**src/include/cache_macros.svh**
```systemverilog
`ifndef CACHE_MACROS_SVH
`define CACHE_MACROS_SVH

// ------------------------------
// virtual address split
// ------------------------------
`define VADDR_W         32
`define VPN_TAG_W       16
`define VPN_TAG_LSB     (`VADDR_W - `VPN_TAG_W)

// physical side
`define PPN_W           16
`define PADDR_W         26
`define PAGE_OFS_W      (`PADDR_W - `PPN_W)
`define MEM_ADDR_W      (`PADDR_W - 2)

// ------------------------------
// RAM geometry
// ------------------------------
`define TLB_ENTRIES     64
`define TLB_IDX_W       6
`define CACHE_LINES     128
`define LINE_IDX_W      7
`define LINE_IDX_LSB    3
`define WORDS_PER_LINE  2
`define DATA_WORDS      (`CACHE_LINES * `WORDS_PER_LINE)
`define DATA_ADDR_W     8

`endif
```
**src/logic/cache_pkg.sv**
```systemverilog
`include "cache_macros.svh"

package cache_pkg;

  // ------------------------------
  // enums
  // ------------------------------

  // memory port operations
  typedef enum logic
  {
    MEM_READ  = 1'b0,
    MEM_WRITE = 1'b1
  } mem_op_e;

  // controller states
  typedef enum logic [2:0]
  {
    ST_IDLE      = 3'd0,
    ST_LOOKUP    = 3'd1,
    ST_REFILL0   = 3'd2,
    ST_REFILL1   = 3'd3,
    ST_FILL_DONE = 3'd4,
    ST_WRITE     = 3'd5,
    ST_RESP      = 3'd6
  } ctrl_state_e;

  // ------------------------------
  // structs
  // ------------------------------

  // latched cpu request
  typedef struct packed
  {
    logic [`VADDR_W-1:0] vaddr;
    logic [31:0]         wdata;
    logic                we;
  } cpu_req_t;

  // one translation, vtag is vaddr 31:16
  typedef struct packed
  {
    logic                  valid;
    logic [`VPN_TAG_W-1:0] vtag;
    logic [`PPN_W-1:0]     ppn;
  } tlb_entry_t;

  // line index sits inside the page offset, so the page number is the tag
  typedef struct packed
  {
    logic              valid;
    logic [`PPN_W-1:0] tag;
  } tag_entry_t;

  // one word access on the memory bus
  typedef struct packed
  {
    mem_op_e                op;
    logic [`MEM_ADDR_W-1:0] addr;
    logic [31:0]            data;
  } mem_req_t;

endpackage

```
**src/logic/mem_port.sv**
```systemverilog
`timescale 1ns/1ps
`include "cache_macros.svh"

module mem_port
(
  input  logic                      CPU_CLK,
  input  logic                      RST,
  input  logic                      start,
  input  cache_pkg::mem_req_t       req,
  input  logic                      mem_ack,
  input  logic [31:0]               mem_dat_r,
  output logic                      mem_cyc,
  output logic                      mem_stb,
  output logic                      mem_we,
  output logic [`MEM_ADDR_W-1:0]    mem_adr,
  output logic [31:0]               mem_dat_w,
  output logic                      done,
  output logic [31:0]               rdata
);

  cache_pkg::mem_req_t  req_q;
  logic                 active;
  logic                 accept;
  logic                 acked;

  assign accept = start && !active;
  assign acked  = active && mem_ack;

  // ------------------------------
  // bus cycle control
  // ------------------------------
  always_ff @(posedge CPU_CLK)
  begin
    if (!RST)
    begin
      active <= 1'b0;
      done   <= 1'b0;
    end
    else
    begin
      // done lands with cyc already dropped
      done <= acked;
      if (accept)
        active <= 1'b1;
      else if (acked)
        active <= 1'b0;
    end
  end

  // request hold and read capture
  always_ff @(posedge CPU_CLK)
  begin
    if (accept)
      req_q <= req;
    if (acked && (req_q.op == cache_pkg::MEM_READ))
      rdata <= mem_dat_r;
  end

  assign mem_cyc   = active;
  assign mem_stb   = active;
  assign mem_we    = active && (req_q.op == cache_pkg::MEM_WRITE);
  assign mem_adr   = req_q.addr;
  assign mem_dat_w = req_q.data;

  a_adr_held : assert property (@(posedge CPU_CLK) disable iff (!RST)
    (mem_stb && !mem_ack) |=> (mem_stb && $stable(mem_adr)));

endmodule

```
**config.mk**
```make
export PLATFORM = sky130hd
export DESIGN_NAME = mem_port
export DESIGN_NICKNAME = d
export VERILOG_FILES = /design/src/logic/cache_pkg.sv /design/src/logic/mem_port.sv
export VERILOG_INCLUDE_DIRS = /design/src /design/src/include
export SDC_FILE = /design/constraint.sdc
export NUM_CORES = 1
export LEC_CHECK = 0
export BUFFER_PORTS_ARGS = -buffer_cell sky130_fd_sc_hd__buf_4
export CAP_MARGIN = 20
export CELL_PAD_IN_SITES_DETAIL_PLACEMENT = 1
export CELL_PAD_IN_SITES_GLOBAL_PLACEMENT = 2
export CORE_ASPECT_RATIO = 0.5
export CORE_MARGIN = 4
export CORE_UTILIZATION = 25
export CTS_CLUSTER_SIZE = 10
export DETAILED_ROUTE_END_ITERATION = 8
export PLACE_DENSITY = 0.71
export REMOVE_ABC_BUFFERS = 1
export SYNTH_ARGS = -nofsm -noshare
export SYNTH_HDL_FRONTEND = slang
export SYNTH_SLANG_ARGS = --single-unit
```
**constraint.sdc**
```tcl
create_clock -name CPU_CLK -period 2.3 [get_ports CPU_CLK]
set_clock_uncertainty 0.05 [all_clocks]
set_input_delay 0.115 -clock CPU_CLK [delete_from_list [all_inputs] [get_ports CPU_CLK]]
set_output_delay 0.115 -clock CPU_CLK [all_outputs]
set_load 0.005 [all_outputs]
```
==> impl_metrics.yaml <==
run_status:
  status: "complete, no violations"
synthesis:
  yosys_warnings: 0
  syn_inst: 155
  synth.distinct_cells: 10
  syn_area_sq_um: 3180
  avgSynthCellArea_sq_um: 20.5
  synth_top_family_by_area: "buffers and inverters"
  synth_seq_area_share_pct: 85.3
  synthAdderAreaFrac_pct: 0
  synth_compound_area_share_pct: 0.315
  synth-seq-cells: 91
  synthMuxAreaShare_pct: 0
  synth_xor_area_share_pct: 0
  synthSimpleGateAreaFrac_pct: 0.983
sta:
  max-slew-margin-rel_pct: 73.1
  rsz0062_at_grt: "no"
  setup_viol: 0
  worst_slew_pin_slew_ns: 0.404
  setup_tns_ns: 0
  setup_ws_ns: 0.906
  min_period_ns: 1.39
  fmax_ghz: 0.718
  hold_viol: 0
  drv_slew: 0
  post-route-period-util_pct: 60.6
detailed_routing:
  drt-initial-drc-count: 133
  route.detailed.drc: 0
  drt_wl_total_um: 9200
  wl_per_cell_um: 16.5
  avgViaCountPerCell: 3.77
  dr_total_vias: 2094
  drt_first_pass_iters: 4
  postRouteAntennaNets: 0
setup_path:
  cp_slowest_cell: "dfxtp_1"
  cp_data_arrival_time_ns: 1.33
  end_kind: "flop"
  critical-path-max-stage-delay_ns: 0.44
  path_cells: "nand2_1 > nor2_2 > buf_4"
  path_class: "flop to flop"
  critPathRequiredTime_ns: 2.23
  worst_setup_path_start_kind: "flop"
  worstPathMaxFanout: 32
floorplan:
  rows: 28
  die_x_um: 168
  start_util_pct: 26.2
  die_height_um: 87.8
  dieArea_sq_um: 14700
  core_area_sq_um: 12100
  ioPinCount: 185
power_and_ir_drop:
  power_mw: 3.65
  p_switching_uw: 727
  powerDensity_nw_per_um2: 659
  max-vdd-ir-drop_mv: 0.312
  p_comb_share_pct: 11.7
  swShare_pct: 19.9
  internal_power_mw: 2.92
  clkPwrFrac_pct: 35.1
  p_seq_share_pct: 53.2
  leakage_nw: 2.28
run:
  max_cap_violations: 0
clock_network:
  cts_root_buf: "clkbuf_16"
  htreeDepth: 3
  cts_tree: "done"
  cts_buffers: 9
  worstSkewPairLatency_ns: 0.33
  cts_setup_buffers: 0
  cts.sinks: 91
  clockBufferDepth: 2
  clk_pin_slew_ns: 0.06
final_layout:
  area_delta_synth_final_pct: 74.0
  antenna_cells: 0
  final_layout_size_suffix_gt1_share_pct: 51.2
  final_cells: 556
  fin_nets: 479
global_routing:
  antenna_found_initial: 0
  grt_pass1_wl_um: 13600
  grt_pass1_vias: 2430
  gr-total-overflow: 0
  track_usage_pct: 12.3
  grt_start_max_net_pins: 58
place:
  place_inst: 449
  dp_hpwl_um: 6030
  port_buffers: 184
  place_congestion: 0.677
  pre_cts_ws_ns: 0.898
worst_hold_path:
  hp-class: "input pin to flop"
critical path: cells and delay by family, from the launching register on:
family | cells | cell delay [ns]
buffers and inverters | 1 | 0.36
DFF | 1 | 0.44
and+or+nand+nor | 2 | 0.18
synthesized netlist by cell type (all sizes together):
cell,instances,area share (%)
and2,1,0.24
o21ai,1,0.16
a21oi,1,0.16
and2b,1,0.28
nand2,1,0.12
and3,1,0.24
buf,57,13
nor2,1,0.12
edfxtp,89,84
dfxtp,2,1.3
cell type report:
type                       count  area (sq um)
timing repair buffer         277          2320
clock buffer                  11           233
tap                          165           206
sequential                    91          2710
clock inverter                 5          20.0
fill                        1231          6590
multi-input combinational      7          43.8
metrics by stage:
stage	cell area (sq um)	util [%]	hold WS [ns]
2_1_floorplan	2750	-	0.159
3_3_place_gp	4370	36.1	0.243
3_5_place_dp	4370	36.1	0.244
4_1_cts	5540	45.7	0.00381
5_1_grt	5540	45.7	0.0254
6_report	5540	45.7	0.0374
path summary, 6_finish.rpt:
path / startpoint / end / slack (ns) / depth (start not counted)
worst max register to register: mem_cyc$_SDFFE_PN0P_ / rdata[23]$_DFFE_PP_ / 0.91 / 3
worst min-delay path: RST / done$_SDFF_PN0_ / 0.04 / 2
worst max-delay path: mem_cyc$_SDFFE_PN0P_ / rdata[23]$_DFFE_PP_ / 0.91 / 3
worst min register to register: mem_cyc$_SDFFE_PN0P_ / done$_SDFF_PN0_ / 0.58 / 1
logic make-up (layout without fill, tap and decap cells):
kind of cell / after synthesis / count (layout)
flops: 91 / 91
compound gates: 2 / 2
simple gates: 5 / 5
buf+inv: 57 / 293
registers in the layout, indices dropped and copies added (netlist names):
register	count
done	1
mem_adr	24
mem_cyc	1
mem_dat_w	32
rdata	32
req_q	1
what timing repair did:
action	4_1_cts	5_1_grt
hold endpoints to repair	90	0
hold buffers	91	0
resized for setup	0	0
power groups by stage:
stage	sequential (mW)	combinational, mW	clock (mW)
finish	1.94	0.429	1.28
global route	1.95	0.459	1.42
CTS	1.94	0.432	1.34
detailed placement	1.98	0.302	0
global placement	1.97	0.291	0
floorplan	1.98	0.0295	0
placed cells by master, fill, tap and decap left out, drive strengths merged:
master / Yosys / routed
and2b: 1 / 1
and3: 1 / 1
dlygate4sd3: 0 / 91
a21oi: 1 / 1
clkinv: 0 / 5
edfxtp: 89 / 89
clkbuf: 0 / 11
nand2: 1 / 1
buf: 57 / 186
dfxtp: 2 / 2
nor2: 1 / 1
o21ai: 1 / 1
and2: 1 / 1
layer usage:
metal  routed length, um  global-route usage [%]  part of all wire [%]  vias up
met1                3030                    11.5                    33     1030
met5                   0                       0                     0        -
met2                5500                    25.7                    60       83
li1                    -                       -                     -      968
met4                 166                    4.05                   1.8        0
met3                 505                    3.92                   5.5       13
Note: power is estimated with default switching activity, not from simulation.
