### src/include/cache_macros.svh
`ifndef CACHE_MACROS_SVH
`define CACHE_MACROS_SVH

// ------------------------------
// virtual address split
// ------------------------------
`define VADDR_W         32
`define VPN_TAG_W       16
`define VPN_TAG_LSB     (`VADDR_W - `VPN_TAG_W)

// physical side
`define PPN_W           16
`define PADDR_W         26
`define PAGE_OFS_W      (`PADDR_W - `PPN_W)
`define MEM_ADDR_W      (`PADDR_W - 2)

// ------------------------------
// RAM geometry
// ------------------------------
`define TLB_ENTRIES     64
`define TLB_IDX_W       6
`define CACHE_LINES     128
`define LINE_IDX_W      7
`define LINE_IDX_LSB    3
`define WORDS_PER_LINE  2
`define DATA_WORDS      (`CACHE_LINES * `WORDS_PER_LINE)
`define DATA_ADDR_W     8

`endif
### src/logic/cache_pkg.sv
`include "cache_macros.svh"

package cache_pkg;

  // ------------------------------
  // enums
  // ------------------------------

  // memory port operations
  typedef enum logic
  {
    MEM_READ  = 1'b0,
    MEM_WRITE = 1'b1
  } mem_op_e;

  // controller states
  typedef enum logic [2:0]
  {
    ST_IDLE      = 3'd0,
    ST_LOOKUP    = 3'd1,
    ST_REFILL0   = 3'd2,
    ST_REFILL1   = 3'd3,
    ST_FILL_DONE = 3'd4,
    ST_WRITE     = 3'd5,
    ST_RESP      = 3'd6
  } ctrl_state_e;

  // ------------------------------
  // structs
  // ------------------------------

  // latched cpu request
  typedef struct packed
  {
    logic [`VADDR_W-1:0] vaddr;
    logic [31:0]         wdata;
    logic                we;
  } cpu_req_t;

  // one translation, vtag is vaddr 31:16
  typedef struct packed
  {
    logic                  valid;
    logic [`VPN_TAG_W-1:0] vtag;
    logic [`PPN_W-1:0]     ppn;
  } tlb_entry_t;

  // line index sits inside the page offset, so the page number is the tag
  typedef struct packed
  {
    logic              valid;
    logic [`PPN_W-1:0] tag;
  } tag_entry_t;

  // one word access on the memory bus
  typedef struct packed
  {
    mem_op_e                op;
    logic [`MEM_ADDR_W-1:0] addr;
    logic [31:0]            data;
  } mem_req_t;

endpackage

### src/logic/tag_store.sv
`timescale 1ns/1ps
`include "cache_macros.svh"

module tag_store
(
  input  logic                      CPU_CLK,
  input  logic                      RST,
  input  logic [`LINE_IDX_W-1:0]    rd_idx,
  input  logic [`PPN_W-1:0]         cmp_tag,
  input  logic                      tag_we,
  input  logic [`LINE_IDX_W-1:0]    wr_idx,
  input  cache_pkg::tag_entry_t     tag_wr,
  input  logic                      sweep_done,
  output logic                      line_hit
);

  cache_pkg::tag_entry_t   ram [`CACHE_LINES];
  cache_pkg::tag_entry_t   rd_q;
  logic [`LINE_IDX_W-1:0]  wipe_idx;

  // ------------------------------
  // invalidation pointer
  // ------------------------------
  // starts with the tlb counter and runs until sweep_done
  always_ff @(posedge CPU_CLK)
  begin
    if (!RST)
      wipe_idx <= '0;
    else if (!sweep_done)
      wipe_idx <= wipe_idx + 1'b1;
  end

  // ------------------------------
  // tag RAM
  // ------------------------------
  always_ff @(posedge CPU_CLK)
  begin
    if (!sweep_done)
      ram[wipe_idx] <= '0;
    else if (tag_we)
      ram[wr_idx] <= tag_wr;
  end

  always_ff @(posedge CPU_CLK)
  begin
    rd_q <= ram[rd_idx];
  end

  // compared against the page from the tlb in the same cycle
  assign line_hit = rd_q.valid && (rd_q.tag == cmp_tag);

endmodule

### config.mk
export PLATFORM = sky130hd
export DESIGN_NAME = tag_store
export DESIGN_NICKNAME = d
export VERILOG_FILES = /design/src/logic/cache_pkg.sv /design/src/logic/tag_store.sv
export VERILOG_INCLUDE_DIRS = /design/src /design/src/include
export SDC_FILE = /design/constraint.sdc
export NUM_CORES = 2
export LEC_CHECK = 0
export BUFFER_PORTS_ARGS = -buffer_cell sky130_fd_sc_hd__buf_2
export CORE_MARGIN = 2
export CORE_UTILIZATION = 25
export CTS_CLUSTER_DIAMETER = 100
export DETAILED_ROUTE_END_ITERATION = 16
export RECOVER_POWER = 50
export SLEW_MARGIN = 15
export SYNTH_ARGS = -nofsm -noshare
export SYNTH_HDL_FRONTEND = slang
export SYNTH_SLANG_ARGS = --single-unit
### constraint.sdc
create_clock -name CPU_CLK -period 5.01 [get_ports CPU_CLK]
set_input_delay 1.002 -clock CPU_CLK [delete_from_list [all_inputs] [get_ports CPU_CLK]]
set_output_delay 1.002 -clock CPU_CLK [all_outputs]
set_load 0.05 [all_outputs]
==> key figures <==
STA
  – Fin crit period: 4.09 ns
  – Clock Skew: 0.0422 ns
  – Post-route setup TNS: 0 ns
  – RSZ-0062 raised after global routing: no
  – Tightest Pin Transition: 2.20 ns
  – FMAX: 245 MHz
  – Max Slew Vio Count: 947
  – Final setup violation count: 0
  – Final hold vios: 0
  – Fin crit share: 0.816
  – Setup ws final: 0.921 ns
  – Worst rel slew slack: -0.470
  – Worst hold margin: 0.445 ns

CTS
  – CTS tree: yes
  – H-tree Lvls: 4
  – Total CTS buffers: 213
  – Clk slew on worst S/H paths: 0.06 ns
  – Root buffer cell: clkbuf_16
  – # Post-CTS Setup Buffers: 0
  – PostCTS Resize Cnt: 0
  – CTS Buffer Depth: 3
  – Worst-skew pair later-pin latency: 0.85 ns
  – Clock sink count: 2200
  – Post-CTS Hold Buffers: 0

Route
  – First-pass detailed-route iteration total: 7
  – DR WL met3: 16.5 mm
  – Metal-1 WL: 86.7 mm
  – WL/cell: 25.5 um
  – Antenna-violating nets left: 0
  – Max Used Layer: met5
  – DRC viols: 0
  – Vias per cell: 4.61
  – Total number of vias: 38.4k
  – Starting DRT DRC Count: 4256
  – Final wirelength: 212 mm
  – Routed length on met2: 104 mm

Synth
  – Yosys warning count: 0
  – Syn_nets: 3419
  – Asr flop ratio synth: 0
  – Yosys reg bits: 2200
  – Post-synth EDFFs: 2176
  – Top FF cell, synth: edfxtp_1
  – Avg Inst Size Synth: 25.0 um^2
  – Sequential area share after synthesis: 0.782
  – Post-Syn Area: 84200 um^2
  – Syn Inst Count: 3367
  – Unique masters post-synth: 30

Final layout
  – Share of post-route cells with drive strength above 1: 0.369
  – Most frequent cells in the layout: edfxtp_1, mux4_2, clkbuf_16, buf_4, nor2_2
  – Reg area: 65800 um^2
  – Final nets: 3774
  – Synth-to-Final Area Change: 17.4%
  – Combined area of the multi-input logic cells: 17800 um^2
  – Finished Cell Area: 98800 um^2
  – Most common cell after layout, fill and taps aside: edfxtp_1
  – Filler cells: 32.2k

Die
  – Core Region: 336000 um^2
  – Boundary Pins: 52
  – FP Rows: 213
  – Initial Util: 0.251
  – Die ar.: 341000 um^2
  – Die Span Y: 584 um
  – Die X: 584 um

Place
  – Dpl ws: 0.681 ns
  – Port-buffer cells: 51
  – DP Wirelength: 124 mm
  – Routability cong.: 0.776
  – Post-DP Area: 91900 um^2

Outcome
  – Failing checks: max-capacitance violations, max-slew violations
  – Outcome: finished, violations left

Power
  – Gate power share: 0.050
  – Net Switching: 8.06 mW
  – VDD IR max: 0.378 mV
  – Sequential Power Share: 0.536
  – Leakage: 30.4 nW
  – Clock network power share: 0.414
  – Total power: 37.9 mW
  – Pwr Density: 383 nW/um^2
  – Internal power component: 29.8 mW
  – Switching Share: 0.213

Global route
  – Grt ovf: 0
  – Initial antenna violation count: 15
  – First-pass GRT wire length: 299 mm
  – Aggregate global-route resource usage: 0.122
  – Vias in the first global route: 38.8k
  – Largest net degree at the start of global routing: 108

Setup path
  – RR Startpoint: wipe_idx[0]
  – Reg2reg setup slack: 1.75 ns
  – Critical Path RT: 5.44 ns
  – Setup crit start kind: input pin
  – Crit Path Max Fanout: 35
  – Critical path type: in -> reg
  – FF-to-FF path depth: 6
  – CP Data Arrival Time: 4.52 ns
  – RR Endpoint: ram[63][6]
  – Setup crit end kind: flip-flop

Hold path
  – Hold WC Path Type: in -> reg
  – Sink of the worst hold path: wipe_idx[2]
  – Hold Crit Start: RST
  – Hold Path Depth: 2

Run
  – Max Cap Viol: 17
[cell type report]
type / instances / share of cell area
Multi-Input combinational cell: 987 / 0.180
Clock buffer: 269 / 0.0573
Antenna cell: 8 / 0.000203
Sequential cell: 2200 / 0.666
Tap cell: 4407 / 0.0558
Clock inverter: 128 / 0.0116
Inverter: 1 / 0.0000380
Timing Repair Buffer: 319 / 0.0283
[per-layer routing]
metal	track usage	vias to the layer above
met2	0.201	1570
met4	0.0301	4
li1	-	15400
met3	0.0248	286
met5	0	-
met1	0.165	21100
[sequential cells by signal, indices dropped and copies added (netlist names)]
| signal | cells |
|---|---|
| ram | 2176 |
| rd_q | 17 |
| wipe_idx | 7 |
[worst max path at each step]
stage | start | end | slack, ns | cells past startpoint
final | sweep_done | ram[27][6] | 0.92 | 9
after global routing | sweep_done | ram[27][0] | 0.72 | 9
after CTS | rd_q[6] | line_hit | 1.46 | 4
after detailed placement | rd_idx[0] | rd_q[7] | 0.68 | 7
after global placement | rd_idx[0] | rd_q[7] | 0.66 | 7
after floorplan | sweep_done | ram[0][10] | 0.72 | 5
[synth_stat cells, drive strengths merged (2+ instances only)]
library cell  number  area share
a211o              3     0.00031
and2               6     0.00045
and3              17      0.0013
buf               67      0.0040
clkbuf           112      0.0050
dfxtp             24      0.0057
edfxtp          2176        0.78
mux2              18      0.0024
mux2i              2     0.00024
mux4             714        0.19
nand2             26      0.0012
nand2b             6     0.00045
nand3             12     0.00071
nand4              6     0.00045
nand4b             7     0.00073
nor2             128      0.0057
nor4               2     0.00015
o21ai              8     0.00048
o31ai              4     0.00036
or3                2     0.00015
xnor2             17      0.0018
xor2               4     0.00042
[logic make-up (layout without fill, tap and decap cells)]
logic type,count (synthesis),in the layout,share of synthesized area
flops,2200,2200,0.782
fa+ha+maj,1,1,0.000149
mux,734,734,0.194
xor+xnor,21,21,0.00219
other cells,0,8,0
compound gates,17,17,0.00134
simple gates,214,214,0.0114
buf+inv,180,717,0.00902
[worst max-delay path, stage by stage]
cell and delay (ns):
clkbuf_1 0.15, clkbuf_1 0.93, nand2_1 0.28, o31ai_1 0.35, buf_4 0.26, nand2_1 0.07, clkbuf_1 0.24, nor2_2 0.13
clkbuf_1 1.07
[stage by stage]
step / utilization / cells
2_1_floorplan: - / 3367
5_1_grt: 0.294 / 8314
4_1_cts: 0.294 / 8302
3_5_place_dp: 0.274 / 7905
6_report: 0.294 / 8319
3_3_place_gp: 0.274 / 7905
[power groups by stage]
stage | Combinational, mW | Sequential (mW) | Clock (mW)
floorplan | 1.14 | 20.7 | 0
global placement | 1.90 | 20.7 | 0
detailed placement | 1.92 | 20.7 | 0
CTS | 1.93 | 20.3 | 15.9
global route | 2.00 | 20.3 | 16.6
finish | 1.90 | 20.3 | 15.7
Note: power is estimated with default switching activity, not from simulation.
