File: config.mk
export PLATFORM = sky130hd
export DESIGN_NAME = tlb
export DESIGN_NICKNAME = d
export VERILOG_FILES = /design/src/logic/cache_pkg.sv /design/src/logic/tlb.sv
export VERILOG_INCLUDE_DIRS = /design/src /design/src/include
export SDC_FILE = /design/constraint.sdc
export NUM_CORES = 2
export LEC_CHECK = 0
export BUFFER_PORTS_ARGS = -buffer_cell sky130_fd_sc_hd__buf_2
export CAP_MARGIN = 5
export CORE_AREA = 2 2 526 528
export DETAILED_ROUTE_END_ITERATION = 16
export DIE_AREA = 0 0 528 530
export GPL_TIMING_DRIVEN = 1
export PLACE_DENSITY_LB_ADDON = 0.15
export SKIP_CTS_REPAIR_TIMING = 1
export SLEW_MARGIN = 20
export SYNTH_ARGS = -nofsm -noshare
export SYNTH_HDL_FRONTEND = slang
export SYNTH_SLANG_ARGS = --single-unit
File: constraint.sdc
create_clock -name CPU_CLK -period 4.35 [get_ports CPU_CLK]
set_clock_uncertainty 0.15 [all_clocks]
set_input_delay 0.2175 -clock CPU_CLK [delete_from_list [all_inputs] [get_ports CPU_CLK]]
set_output_delay 0.2175 -clock CPU_CLK [all_outputs]
set_load 0.005 [all_outputs]
File: src/include/cache_macros.svh
`ifndef CACHE_MACROS_SVH
`define CACHE_MACROS_SVH

// ------------------------------
// virtual address split
// ------------------------------
`define VADDR_W         32
`define VPN_TAG_W       16
`define VPN_TAG_LSB     (`VADDR_W - `VPN_TAG_W)

// physical side
`define PPN_W           16
`define PADDR_W         26
`define PAGE_OFS_W      (`PADDR_W - `PPN_W)
`define MEM_ADDR_W      (`PADDR_W - 2)

// ------------------------------
// RAM geometry
// ------------------------------
`define TLB_ENTRIES     64
`define TLB_IDX_W       6
`define CACHE_LINES     128
`define LINE_IDX_W      7
`define LINE_IDX_LSB    3
`define WORDS_PER_LINE  2
`define DATA_WORDS      (`CACHE_LINES * `WORDS_PER_LINE)
`define DATA_ADDR_W     8

`endif
File: src/logic/cache_pkg.sv
`include "cache_macros.svh"

package cache_pkg;

  // ------------------------------
  // enums
  // ------------------------------

  // memory port operations
  typedef enum logic
  {
    MEM_READ  = 1'b0,
    MEM_WRITE = 1'b1
  } mem_op_e;

  // controller states
  typedef enum logic [2:0]
  {
    ST_IDLE      = 3'd0,
    ST_LOOKUP    = 3'd1,
    ST_REFILL0   = 3'd2,
    ST_REFILL1   = 3'd3,
    ST_FILL_DONE = 3'd4,
    ST_WRITE     = 3'd5,
    ST_RESP      = 3'd6
  } ctrl_state_e;

  // ------------------------------
  // structs
  // ------------------------------

  // latched cpu request
  typedef struct packed
  {
    logic [`VADDR_W-1:0] vaddr;
    logic [31:0]         wdata;
    logic                we;
  } cpu_req_t;

  // one translation, vtag is vaddr 31:16
  typedef struct packed
  {
    logic                  valid;
    logic [`VPN_TAG_W-1:0] vtag;
    logic [`PPN_W-1:0]     ppn;
  } tlb_entry_t;

  // line index sits inside the page offset, so the page number is the tag
  typedef struct packed
  {
    logic              valid;
    logic [`PPN_W-1:0] tag;
  } tag_entry_t;

  // one word access on the memory bus
  typedef struct packed
  {
    mem_op_e                op;
    logic [`MEM_ADDR_W-1:0] addr;
    logic [31:0]            data;
  } mem_req_t;

endpackage

File: src/logic/tlb.sv
`timescale 1ns/1ps
`include "cache_macros.svh"

module tlb
(
  input  logic                                  CPU_CLK,
  input  logic                                  RST,
  input  logic [`VADDR_W-1:`PAGE_OFS_W]         lookup_vaddr,
  input  logic                                  load_we,
  input  logic [`VPN_TAG_LSB-1:`PAGE_OFS_W]     load_vaddr,
  input  cache_pkg::tlb_entry_t                 load_pte,
  output logic                                  tlb_hit,
  output logic [`PPN_W-1:0]                     phys_page,
  output logic                                  sweep_done
);

  cache_pkg::tlb_entry_t   ram [`TLB_ENTRIES];
  cache_pkg::tlb_entry_t   rd_q;
  logic [`VPN_TAG_W-1:0]   vtag_q;
  logic [`LINE_IDX_W-1:0]  sweep_cnt;

  // ------------------------------
  // reset sweep
  // ------------------------------
  // walks one step per line so the tag store finishes in step
  always_ff @(posedge CPU_CLK)
  begin
    if (!RST)
    begin
      sweep_cnt  <= '0;
      sweep_done <= 1'b0;
    end
    else if (!sweep_done)
    begin
      sweep_cnt <= sweep_cnt + 1'b1;
      if (sweep_cnt == {`LINE_IDX_W{1'b1}})
        sweep_done <= 1'b1;
    end
  end

  // ------------------------------
  // translation RAM
  // ------------------------------
  always_ff @(posedge CPU_CLK)
  begin
    if (!sweep_done)
      ram[sweep_cnt[`TLB_IDX_W-1:0]] <= '0;
    else if (load_we)
      ram[load_vaddr] <= load_pte;
  end

  // registered read plus the tag it is checked against
  always_ff @(posedge CPU_CLK)
  begin
    rd_q   <= ram[lookup_vaddr[`VPN_TAG_LSB-1:`PAGE_OFS_W]];
    vtag_q <= lookup_vaddr[`VADDR_W-1:`VPN_TAG_LSB];
  end

  assign tlb_hit   = rd_q.valid && (rd_q.vtag == vtag_q);
  assign phys_page = rd_q.ppn;

  // loads are held off by tlb_busy in the controller
  a_load_after_sweep : assert property (@(posedge CPU_CLK) disable iff (!RST)
    load_we |-> sweep_done);

endmodule

==> metrics.md <==
| Metric | Value |
|---|---|
| Worst hold margin | `-1.937 ps` |
| Vias in the first global route | `40494` |
| Die height | `530 um` |
| Antenna viol nets, final | `0` |
| H-tree levels | `4` |
| Mapped Avg Cell Area | `22.82 um^2` |
| DP Wirelength | `145.7 mm` |
| Pwr dens | `447.0 nW/um^2` |
| Failing checks | `hold timing` |
| Type of the worst setup path | `reg2reg` |
| Routed WL | `241.6 mm` |
| Post-synthesis sequential area ratio | `78.84%` |
| Post-synth EDFFs | `2112` |
| Syn Nets | `3654` |
| Clock latency at the later pin of the worst-skew pair | `850 ps` |
| TritonCTS Sinks | `2169` |
| CTS Buf Count | `230` |
| Crit share post-route | `80.62%` |
| Ys flop type | `edfxtp_1` |
| PortBufs | `81` |
| Post-Synthesis Cells | `3589` |
| Type of origin of the critical path | `flip-flop` |
| Layout cells sized above 1 | `30.82%` |
| Drt pass-1 iters | `5` |
| Synth async-reset ratio | `0%` |
| Final Hold Viols | `4` |
| Core area | `274800 um^2` |
| Fin worst setup slack | `843.1 ps` |
| Setup violators final | `0` |
| Initial DRC count | `3447` |
| CP required | `4660 ps` |
| Row Count | `193` |
| Setup TNS | `0 ps` |
| Yosys cell types | `48` |
| Initial Util | `29.80%` |
| Chip width | `528 um` |
| Slew at the pin with the worst max-slew slack | `1162 ps` |
| Maximum clock rate | `0.2851 GHz` |
| Via count | `39122` |
| Peak supply drop | `337.3 uV` |
| Final slew viol count | `0` |
| Final #Nets | `4058` |
| CTS max path bufs | `3` |
| DRC Markers | `0` |
| Area delta synth->final | `17.56%` |
| Vias/cell | `5.018` |
| Pin count of the biggest net entering global routing | `68` |
| Yosys warns | `0` |
| Total global-route track usage | `17.11%` |
| Gr ovfl total | `0` |
| Worst relative slew slack | `22.32%` |
| Gpl congestion | `0.7657` |
| I/O Pins | `82` |
| Routed WL per cell | `30.99 um` |
| CTS tree | `done` |
| Pre-CTS setup slack | `833.6 ps` |
| CTS root buffer | `clkbuf_16` |
| Crit. End Element | `flip-flop` |
| Area of the die | `279800 um^2` |
| # fillers | `25451` |
| Status | `finished with violations` |
| Placed Instances | `7325` |
| Post-layout min period | `3507 ps` |
| Fin cells | `7797` |
| Synthesis-stage register bit count | `2169` |
| Worst-path clk slew | `60 ps` |
| Leakage | `27.07 nW` |
| Max-Cap Viols | `0` |
| Global-route wire length before repair | `334.4 mm` |
| Arr. time, crit path | `3820 ps` |
| Worst hold path type | `in2reg` |
| Mapped Area | `81880 um^2` |
| RSZ-0062 raised after global routing | `no` |
| Worst-path fanout max | `34` |
| Antenna violations before repair | `12` |
## registers in the layout (all words and copies together), names as in the netlist
| name | flops |
|---|---|
| ram | 2112 |
| rd_q | 17 |
| phys_page | 16 |
| vtag_q | 16 |
| sweep_cnt | 7 |
| sweep_done | 1 |
## metal layers
layer  track usage (%)  wire (um)  up-vias
met4             3.808       4904        0
met5                 0          0        -
met3             2.540      10380      265
met2             28.80     119600      886
met1             23.39     106700    21780
li1                  -          -    16191
## metrics by stage
stage	power, mW	cell area [um^2]	utilization [%]
2_1_floorplan	24.15	81880	-
3_3_place_gp	24.91	88550	32.22
3_5_place_dp	24.94	88770	32.30
4_1_cts	43.53	95810	34.86
5_1_grt	44.37	96260	35.03
6_report	43.04	96270	35.03
## cells in the final DEF (no fill, tap or decap), drive strengths merged, types with 36 or more instances in the layout
| master | Yosys | routed |
|---|---|---|
| dfxtp | 57 | 57 |
| mux4 | 526 | 526 |
| clkinv | 0 | 100 |
| a21oi | 38 | 38 |
| mux2i | 40 | 40 |
| buf | 140 | 341 |
| o22ai | 126 | 126 |
| nand2 | 57 | 57 |
| edfxtp | 2112 | 2112 |
| clkbuf | 71 | 307 |
| dlygate4sd3 | 0 | 42 |
| and3 | 36 | 36 |
| nor2 | 94 | 94 |
## power by group
group	internal (mW)	leakage [nW]	switching [mW]
clock	10.5	3.43	8.07
sequential	22.8	17.4	0.0762
combinational	0.647	6.25	1.00
total	33.9	27.1	9.15
## final cells by class
class | count | area [um^2] | area share [%]
Antenna cell | 5 | 12.51 | 0.01300
Clock buffer | 307 | 6178 | 6.418
Clock inverter | 117 | 855.8 | 0.8890
Inverter | 4 | 15.01 | 0.01560
Multi-Input combinational cell | 1205 | 16770 | 17.42
Sequential cell | 2169 | 64560 | 67.07
Tap cell | 3607 | 4513 | 4.688
Timing Repair Buffer | 383 | 3358 | 3.488
## worst max-delay path, cell delays in order, from the launching register on
cell     delay (ps)
dfxtp_2         420
buf_4           330
nand2_1         300
or3_1           390
o31ai_1         110
nand2_1         560
nor2_4          230
buf_4           560
## Yosys cell counts, types with 33 or more instances
cell      number  share of area, %
o22ai_1      126              0.96
mux4_2       526                14
mux2i_1       40              0.49
o221ai_1      33              0.35
a21oi_1       38              0.23
nor2_1        94              0.43
buf_2         56              0.34
nand2_1       57              0.26
and3_1        36              0.28
dfxtp_1       57               1.4
clkbuf_1      71              0.33
edfxtp_1    2112                77
buf_4         70              0.64
## worst paths after layout
check                    start           end  slack (ps)  cells past startpoint
setup reg to reg    sweep_done    ram[15][7]         840                      7
hold / removal    load_pte[29]   ram[46][29]          -2                      2
setup / recovery    sweep_done    ram[15][7]         840                      7
hold reg to reg   sweep_cnt[6]  sweep_cnt[6]         340                      2
## logic make-up (layout without fill, tap and decap cells)
kind of cell | count (synthesis) | count (layout) | share of synthesized area [%]
muxes | 568 | 568 | 14.98
and+or+nand+nor | 293 | 293 | 1.743
adders and majority gates | 1 | 1 | 0.01528
AOI/OAI and AO/OA | 322 | 322 | 2.672
other | 0 | 5 | 0
DFF | 2169 | 2169 | 78.84
buffers and inverters | 215 | 811 | 1.516
xor gates and xnor gates | 21 | 21 | 0.2246
Power figures use the tool's default switching activity.
