--- src/include/cache_macros.svh ---
`ifndef CACHE_MACROS_SVH
`define CACHE_MACROS_SVH

// ------------------------------
// virtual address split
// ------------------------------
`define VADDR_W         32
`define VPN_TAG_W       16
`define VPN_TAG_LSB     (`VADDR_W - `VPN_TAG_W)

// physical side
`define PPN_W           16
`define PADDR_W         26
`define PAGE_OFS_W      (`PADDR_W - `PPN_W)
`define MEM_ADDR_W      (`PADDR_W - 2)

// ------------------------------
// RAM geometry
// ------------------------------
`define TLB_ENTRIES     64
`define TLB_IDX_W       6
`define CACHE_LINES     128
`define LINE_IDX_W      7
`define LINE_IDX_LSB    3
`define WORDS_PER_LINE  2
`define DATA_WORDS      (`CACHE_LINES * `WORDS_PER_LINE)
`define DATA_ADDR_W     8

`endif
--- src/logic/cache_pkg.sv ---
`include "cache_macros.svh"

package cache_pkg;

  // ------------------------------
  // enums
  // ------------------------------

  // memory port operations
  typedef enum logic
  {
    MEM_READ  = 1'b0,
    MEM_WRITE = 1'b1
  } mem_op_e;

  // controller states
  typedef enum logic [2:0]
  {
    ST_IDLE      = 3'd0,
    ST_LOOKUP    = 3'd1,
    ST_REFILL0   = 3'd2,
    ST_REFILL1   = 3'd3,
    ST_FILL_DONE = 3'd4,
    ST_WRITE     = 3'd5,
    ST_RESP      = 3'd6
  } ctrl_state_e;

  // ------------------------------
  // structs
  // ------------------------------

  // latched cpu request
  typedef struct packed
  {
    logic [`VADDR_W-1:0] vaddr;
    logic [31:0]         wdata;
    logic                we;
  } cpu_req_t;

  // one translation, vtag is vaddr 31:16
  typedef struct packed
  {
    logic                  valid;
    logic [`VPN_TAG_W-1:0] vtag;
    logic [`PPN_W-1:0]     ppn;
  } tlb_entry_t;

  // line index sits inside the page offset, so the page number is the tag
  typedef struct packed
  {
    logic              valid;
    logic [`PPN_W-1:0] tag;
  } tag_entry_t;

  // one word access on the memory bus
  typedef struct packed
  {
    mem_op_e                op;
    logic [`MEM_ADDR_W-1:0] addr;
    logic [31:0]            data;
  } mem_req_t;

endpackage

--- src/logic/cache_ctrl.sv ---
`timescale 1ns/1ps
`include "cache_macros.svh"

module cache_ctrl
(
  input  logic                       CPU_CLK,
  input  logic                       RST,
  input  logic                       cpu_cyc,
  input  logic                       cpu_stb,
  input  logic                       cpu_we,
  input  logic [`VADDR_W-1:0]        cpu_adr,
  input  logic [31:0]                cpu_dat_w,
  input  logic                       tlb_hit,
  input  logic [`PPN_W-1:0]          phys_page,
  input  logic                       line_hit,
  input  logic [31:0]                rd_word,
  input  logic                       mem_done,
  input  logic [31:0]                mem_rdata,
  input  logic                       sweep_done,
  output logic                       cpu_ack,
  output logic                       cpu_err,
  output logic [31:0]                cpu_dat_r,
  output logic                       tlb_busy,
  output logic [`VADDR_W-1:2]        lookup_idx,
  output logic                       mem_start,
  output cache_pkg::mem_req_t        mem_req,
  output logic                       tag_we,
  output cache_pkg::tag_entry_t      tag_wr,
  output logic                       data_we,
  output logic [`DATA_ADDR_W-1:0]    data_waddr,
  output logic [31:0]                data_wdata
);

  cache_pkg::ctrl_state_e  state;
  cache_pkg::ctrl_state_e  state_nx;
  cache_pkg::cpu_req_t     req_q;
  logic [`PPN_W-1:0]       ppn_q;
  logic                    wr_hit_q;
  logic                    issued_q;
  logic [31:0]             refill_q [`WORDS_PER_LINE];
  logic [`LINE_IDX_W-1:0]  line_idx;
  logic                    take_req;
  logic                    in_refill;
  logic                    word_sel;

  // no new requests until the valid bits are swept
  assign take_req  = cpu_cyc && cpu_stb && sweep_done;
  assign line_idx  = req_q.vaddr[`PAGE_OFS_W-1:`LINE_IDX_LSB];
  assign in_refill = (state == cache_pkg::ST_REFILL0) || (state == cache_pkg::ST_REFILL1);

  // ------------------------------
  // next state
  // ------------------------------
  always_comb
  begin
    state_nx = state;
    case (state)
      cache_pkg::ST_IDLE:
        if (take_req)
          state_nx = cache_pkg::ST_LOOKUP;
      cache_pkg::ST_LOOKUP:
        if (!tlb_hit)
          state_nx = cache_pkg::ST_IDLE;
        else if (req_q.we)
          state_nx = cache_pkg::ST_WRITE;
        else if (line_hit)
          state_nx = cache_pkg::ST_IDLE;
        else
          state_nx = cache_pkg::ST_REFILL0;
      cache_pkg::ST_REFILL0:
        if (mem_done)
          state_nx = cache_pkg::ST_REFILL1;
      cache_pkg::ST_REFILL1:
        if (mem_done)
          state_nx = cache_pkg::ST_FILL_DONE;
      cache_pkg::ST_FILL_DONE:
        state_nx = cache_pkg::ST_RESP;
      cache_pkg::ST_WRITE:
        if (mem_done)
          state_nx = cache_pkg::ST_RESP;
      default:
        state_nx = cache_pkg::ST_IDLE;
    endcase
  end

  always_ff @(posedge CPU_CLK)
  begin
    if (!RST)
    begin
      state    <= cache_pkg::ST_IDLE;
      issued_q <= 1'b0;
    end
    else
    begin
      state    <= state_nx;
      // one memory request per state visit
      issued_q <= (state_nx == state) && (issued_q || mem_start);
    end
  end

  // request, translation and refill words
  always_ff @(posedge CPU_CLK)
  begin
    if ((state == cache_pkg::ST_IDLE) && take_req)
      req_q <= '{vaddr: cpu_adr, wdata: cpu_dat_w, we: cpu_we};
    if (state == cache_pkg::ST_LOOKUP)
    begin
      ppn_q    <= phys_page;
      wr_hit_q <= line_hit;
    end
    if (in_refill && mem_done)
      refill_q[state == cache_pkg::ST_REFILL1] <= mem_rdata;
  end

  // ------------------------------
  // memory requests
  // ------------------------------
  assign mem_start = !issued_q && (in_refill || (state == cache_pkg::ST_WRITE));

  always_comb
  begin
    mem_req.op   = req_q.we ? cache_pkg::MEM_WRITE : cache_pkg::MEM_READ;
    mem_req.data = req_q.wdata;
    if (state == cache_pkg::ST_WRITE)
      mem_req.addr = {ppn_q, req_q.vaddr[`PAGE_OFS_W-1:2]};
    else
      mem_req.addr = {ppn_q, line_idx, state == cache_pkg::ST_REFILL1};
  end

  // ------------------------------
  // store updates
  // ------------------------------
  // even word as it lands, odd word and tag together at the end
  assign word_sel   = (state == cache_pkg::ST_WRITE) ? req_q.vaddr[2]
                                                     : (state == cache_pkg::ST_FILL_DONE);
  assign data_we    = ((state == cache_pkg::ST_REFILL0) && mem_done)
                    || (state == cache_pkg::ST_FILL_DONE)
                    || ((state == cache_pkg::ST_WRITE) && wr_hit_q && !issued_q);
  assign data_waddr = {line_idx, word_sel};
  assign data_wdata = (state == cache_pkg::ST_WRITE) ? req_q.wdata : mem_rdata;
  assign tag_we     = (state == cache_pkg::ST_FILL_DONE);
  assign tag_wr     = '{valid: 1'b1, tag: ppn_q};

  // ------------------------------
  // cpu side
  // ------------------------------
  assign lookup_idx = (state == cache_pkg::ST_IDLE) ? cpu_adr[`VADDR_W-1:2]
                                                    : req_q.vaddr[`VADDR_W-1:2];
  assign cpu_ack    = ((state == cache_pkg::ST_LOOKUP) && tlb_hit && !req_q.we && line_hit)
                    || (state == cache_pkg::ST_RESP);
  assign cpu_err    = (state == cache_pkg::ST_LOOKUP) && !tlb_hit;
  assign cpu_dat_r  = (state == cache_pkg::ST_LOOKUP) ? rd_word : refill_q[req_q.vaddr[2]];
  assign tlb_busy   = (state != cache_pkg::ST_IDLE) || !sweep_done;

  a_ack_err_excl : assert property (@(posedge CPU_CLK) disable iff (!RST)
    !(cpu_ack && cpu_err));

  // a start is a single pulse, never repeated on the next cycle
  a_start_state : assert property (@(posedge CPU_CLK) disable iff (!RST)
    mem_start |-> (state inside {cache_pkg::ST_REFILL0, cache_pkg::ST_REFILL1,
                                 cache_pkg::ST_WRITE}) && !$past(mem_start));

endmodule

--- config.mk ---
export PLATFORM = sky130hd
export DESIGN_NAME = cache_ctrl
export DESIGN_NICKNAME = d
export VERILOG_FILES = /design/src/logic/cache_pkg.sv /design/src/logic/cache_ctrl.sv
export VERILOG_INCLUDE_DIRS = /design/src /design/src/include
export SDC_FILE = /design/constraint.sdc
export NUM_CORES = 1
export LEC_CHECK = 0
export ABC_AREA = 1
export BUFFER_PORTS_ARGS = -buffer_cell sky130_fd_sc_hd__clkbuf_2
export CAP_MARGIN = 25
export CELL_PAD_IN_SITES_DETAIL_PLACEMENT = 1
export CELL_PAD_IN_SITES_GLOBAL_PLACEMENT = 1
export CORE_ASPECT_RATIO = 1.2
export CORE_MARGIN = 5
export CORE_UTILIZATION = 29
export CTS_BUF_LIST = sky130_fd_sc_hd__clkbuf_4
export DETAILED_ROUTE_END_ITERATION = 6
export GPL_ROUTABILITY_DRIVEN = 0
export HOLD_SLACK_MARGIN = 0.12
export PLACE_DENSITY_LB_ADDON = 0.1
export SLEW_MARGIN = 25
export SYNTH_ARGS = -nofsm -noshare
export SYNTH_HDL_FRONTEND = slang
export SYNTH_SLANG_ARGS = --single-unit
--- constraint.sdc ---
create_clock -name CPU_CLK -period 5.6 [get_ports CPU_CLK]
set_input_delay 0.84 -clock CPU_CLK [delete_from_list [all_inputs] [get_ports CPU_CLK]]
set_output_delay 0.84 -clock CPU_CLK [all_outputs]
set_load 0.02 [all_outputs]
==> impl_summary.md <==
Outcome
The run finished with clean final reports.

Synth
For this run, the number of Yosys warnings is 0. Synthesis produced a netlist with a net count of between 800 and 900. The share of synthesized area in the top cell type comes to 0.642. The adder-cell area share of the yosys netlist is 0. The largest total area in the synthesized netlist belongs to edfxtp_1. In this run, synthesis inferred 144 flip-flops with an integrated enable. The share of the Yosys chip area taken by registers is 0.657.

The combinational family with the most area after synthesis is simple AND/OR/NAND/NOR gates. The synthesized netlist cell count is between 600 and 700. The synthesized netlist contains 22 unique library cells. The most used flip-flop cell after synthesis is edfxtp_1.

By area the synthesized netlist is led by edfxtp_1 64%, nand2_1 15%, buf_4 8.0%, o21ai_0 4.9%, inv_1 2.5%. The share of async-settable or async-resettable flops after synthesis is 0. Synthesis inferred around 150 register bits. Of the total synthesized cell area, the portion taken by AND, OR, NAND and NOR gates is 0.163. The area fraction in compound gates after synthesis is 0.0587.

The portion of synthesized area spent on multiplexers is 0. The synthesized cell area is 6740 um2. Of the total synthesized cell area, the portion taken by XOR and XNOR cells is 0. The post-synthesis average cell area is 10.3 um2.

Critical path
The setup slack on the worst flop-to-flop path is 2.94 ns. The most frequent cell on the critical path is inv_2. The data arrival time of the critical path is 2.43 ns. The largest single stage delay on the critical path is 0.55 ns. For the worst setup path, the data required time is between 4 and 5 ns. STA classifies the critical path endpoint as a primary output. On the critical path, the stage with the largest delay is an instance of dfxtp_1. The critical path is of the reg2out type. Of all nets on the critical path, the largest fanout is 32. Walking the worst path, the cells encountered are inv_2, nand2_1, buf_4, inv_2, o21ai_0, clkbuf_2. Counting both buffers and inverters, the worst setup path holds a total of 4. STA classifies the critical path startpoint as a flop. The family with the most delay on the worst path is buffers and inverters.

Clocking
The clock reaches the later pin of the worst-skew pair after around 0.54 ns. TritonCTS built the clock tree. The number of buffers on the longest clock path is 2. In this run the clock root is driven by a clkbuf_4. The CTS sink count is ~150. TritonCTS created 17 clock buffers. Clock-pin slew was measured on the worst setup and hold paths at about 0.15 ns. The post-CTS resize count is 0. The quantity of hold-fixing buffers added after cts is 0.

The post-CTS repair timing setup buffer count is 0. The count of H-tree levels built during CTS is 4.

Placed design
The post-place instance area is 8230 um2. The port buffer count is 331. Once detailed placement completed, the half-perimeter wirelength came to between 10 and 15 mm.

Timing
The max-slew violation total from the final report came to 0. Measured against its own limit, the worst slew margin works out to 0.401. Setup violations remaining at the end of the flow were counted as 0. The final critical path time including I/O delays and setup is approximately 3.3 ns. Timing would allow up to 306 MHz. Setup repair after global routing left no endpoint under its margin. In the finished design, the share of the clock period the worst path needs comes to 0.584. At the pin with the least slew margin, the transition time is 0.897 ns. In the final timing run, aggregate negative setup slack is 0 ns.

Across the routed clock network, the largest skew measured is about 0.017 ns. The final hold violation count came to 0.

Global route
The number of global-route vias before repair is 5422. The global-route wire length before repair is about 30 mm. The all-layer global routing usage is 0.149. The total grt overflow is 0. The number of antenna violations at the first check in global routing is 2. The largest net degree at the start of global routing is 58.

Power and ir drop
The power consumption is ~2300 uW. The total leakage power is approximately 0.004 uW. The total power density per cell area is ~270 nW/um2.

The largest voltage drop on the vdd net is 0.102 mV.

Routing
The via count of the routed design is approximately 5300. The number of design-rule violations left by the first detailed-router iteration is roughly 210. The final layout contains routed wiring with a total length of between 20 and 25 mm. The remaining number of nets flagged by the antenna check after routing is 0.

After detailed routing, the average wire length per cell comes to around 16 um. The pre-antenna-repair detailed-routing pass consisted of 4 iterations. For this run, design rule violations remaining after detail routing come to 0. Dividing the detail-routed via count by the number of cells gives 4.21.

Floorplan
During I/O placement, the number of pins put on the boundary was approximately 340. The overall die area is 26400 um2. After floorplanning, the core was sized to cover approximately 23000 um2. The horizontal extent of the die is between 100 and 150 um. For this configuration, the core starts out at a cell density of 0.292.

The standard-cell row count is 61. The die is approximately 180 um tall.

Worst hold path
The min-delay analysis places its worst path in the category in2reg.

Final layout
The fraction of layout instances using a drive strength above 1 is 0.410. The final layout contains ~1100 nets. After routing the design area is around 8500 um2. The area overhead of the layout relative to synthesis is 26.5%.

Run
The number of max-cap violations is 0.
cells by family (layout without fill, tap and decap cells):
family,count (synthesis),in the layout
AO/OA/AOI/OAI,77,77
buffers and inverters,140,418
flip-flops,149,149
other,1,3
AND/OR/NAND/NOR,284,284
registers in the layout (all words and copies together) (netlist names), named ones only:
name and flops:
state 3, mem_req 32, data_waddr 7, issued_q 1
refill_q 64, req_q 24, ppn_q 16, wr_hit_q 1
path summary, 6_finish.rpt:
kind / to / start / cells past startpoint
max: lookup_idx[2] / state[2]$_SDFF_PN0_ / 6
min reg2reg: flop / req_q[35]$_DFFE_PP_ / 2
min: mem_req[7]$_DFFE_PP_ / cpu_dat_w[7] / 1
max reg2reg: req_q[35]$_DFFE_PP_ / state[0]$_SDFF_PN0_ / 5
metrics by stage:
| step | setup slack, ns | instances | utilization | hold slack [ns] |
|---|---|---|---|---|
| after global placement | 2.50 | 1212 | 0.357 | 0.563 |
| final | 2.33 | 1246 | 0.370 | 0.463 |
| after floorplan | 1.24 | 651 | - | 0.507 |
| after global routing | 1.96 | 1246 | 0.370 | 0.363 |
| after detailed placement | 2.75 | 1212 | 0.357 | 0.552 |
| after CTS | 2.15 | 1244 | 0.369 | 0.383 |
cells in the mapped netlist, drive strengths merged, types with 2 or more instances:
| cell type | number |
|---|---|
| buf | 88 |
| clkbuf | 5 |
| inv | 47 |
| a31oi | 3 |
| nor3 | 4 |
| a21oi | 2 |
| edfxtp | 144 |
| dfxtp | 5 |
| o21ai | 70 |
| nand2 | 263 |
| nand3 | 8 |
| nor2 | 8 |
per-layer routing:
layer / vias to the layer above / GRT usage / share of wire
met3: 18 / 0.0561 / 0.078
met2: 204 / 0.260 / 0.51
met1: 2420 / 0.168 / 0.39
met4: 2 / 0.0465 / 0.018
li1: 2606 / - / -
met5: - / 0 / 0.00035
cell usage in the layout (no fill, tap or decap), types with 3 or more instances in the layout:
master,count
dfxtp_1,4
o21ai_1,4
o21ai_0,66
clkbuf_4,18
edfxtp_1,144
inv_1,42
clkinv_4,3
nand2_1,263
inv_6,3
a31oi_1,3
nor2_1,7
nand3_1,7
buf_4,8
clkbuf_2,331
clkinvlp_4,4
inv_2,5
worst reg2reg max path: cells and delay by family, from the launching register on:
kind / cells / cell delay, ns
simple gates: 3 / 0.98
buf+inv: 2 / 0.86
flops: 1 / 0.43
cell type report:
class	instances	area [um2]
Inverter	47	176
Timing Repair Buffer	339	1720
Fill cell	2750	14500
Antenna cell	2	5.00
Clock buffer	18	135
Clock inverter	14	151
Multi-Input combinational cell	362	1520
Sequential cell	149	4430
Tap cell	315	394
report_power, final:
part,switching (uW),internal [uW]
registers,10.8,1250
logic,219,110
clock network,432,273
total,661,1630
No activity file was read; power rests on OpenSTA's default activity.
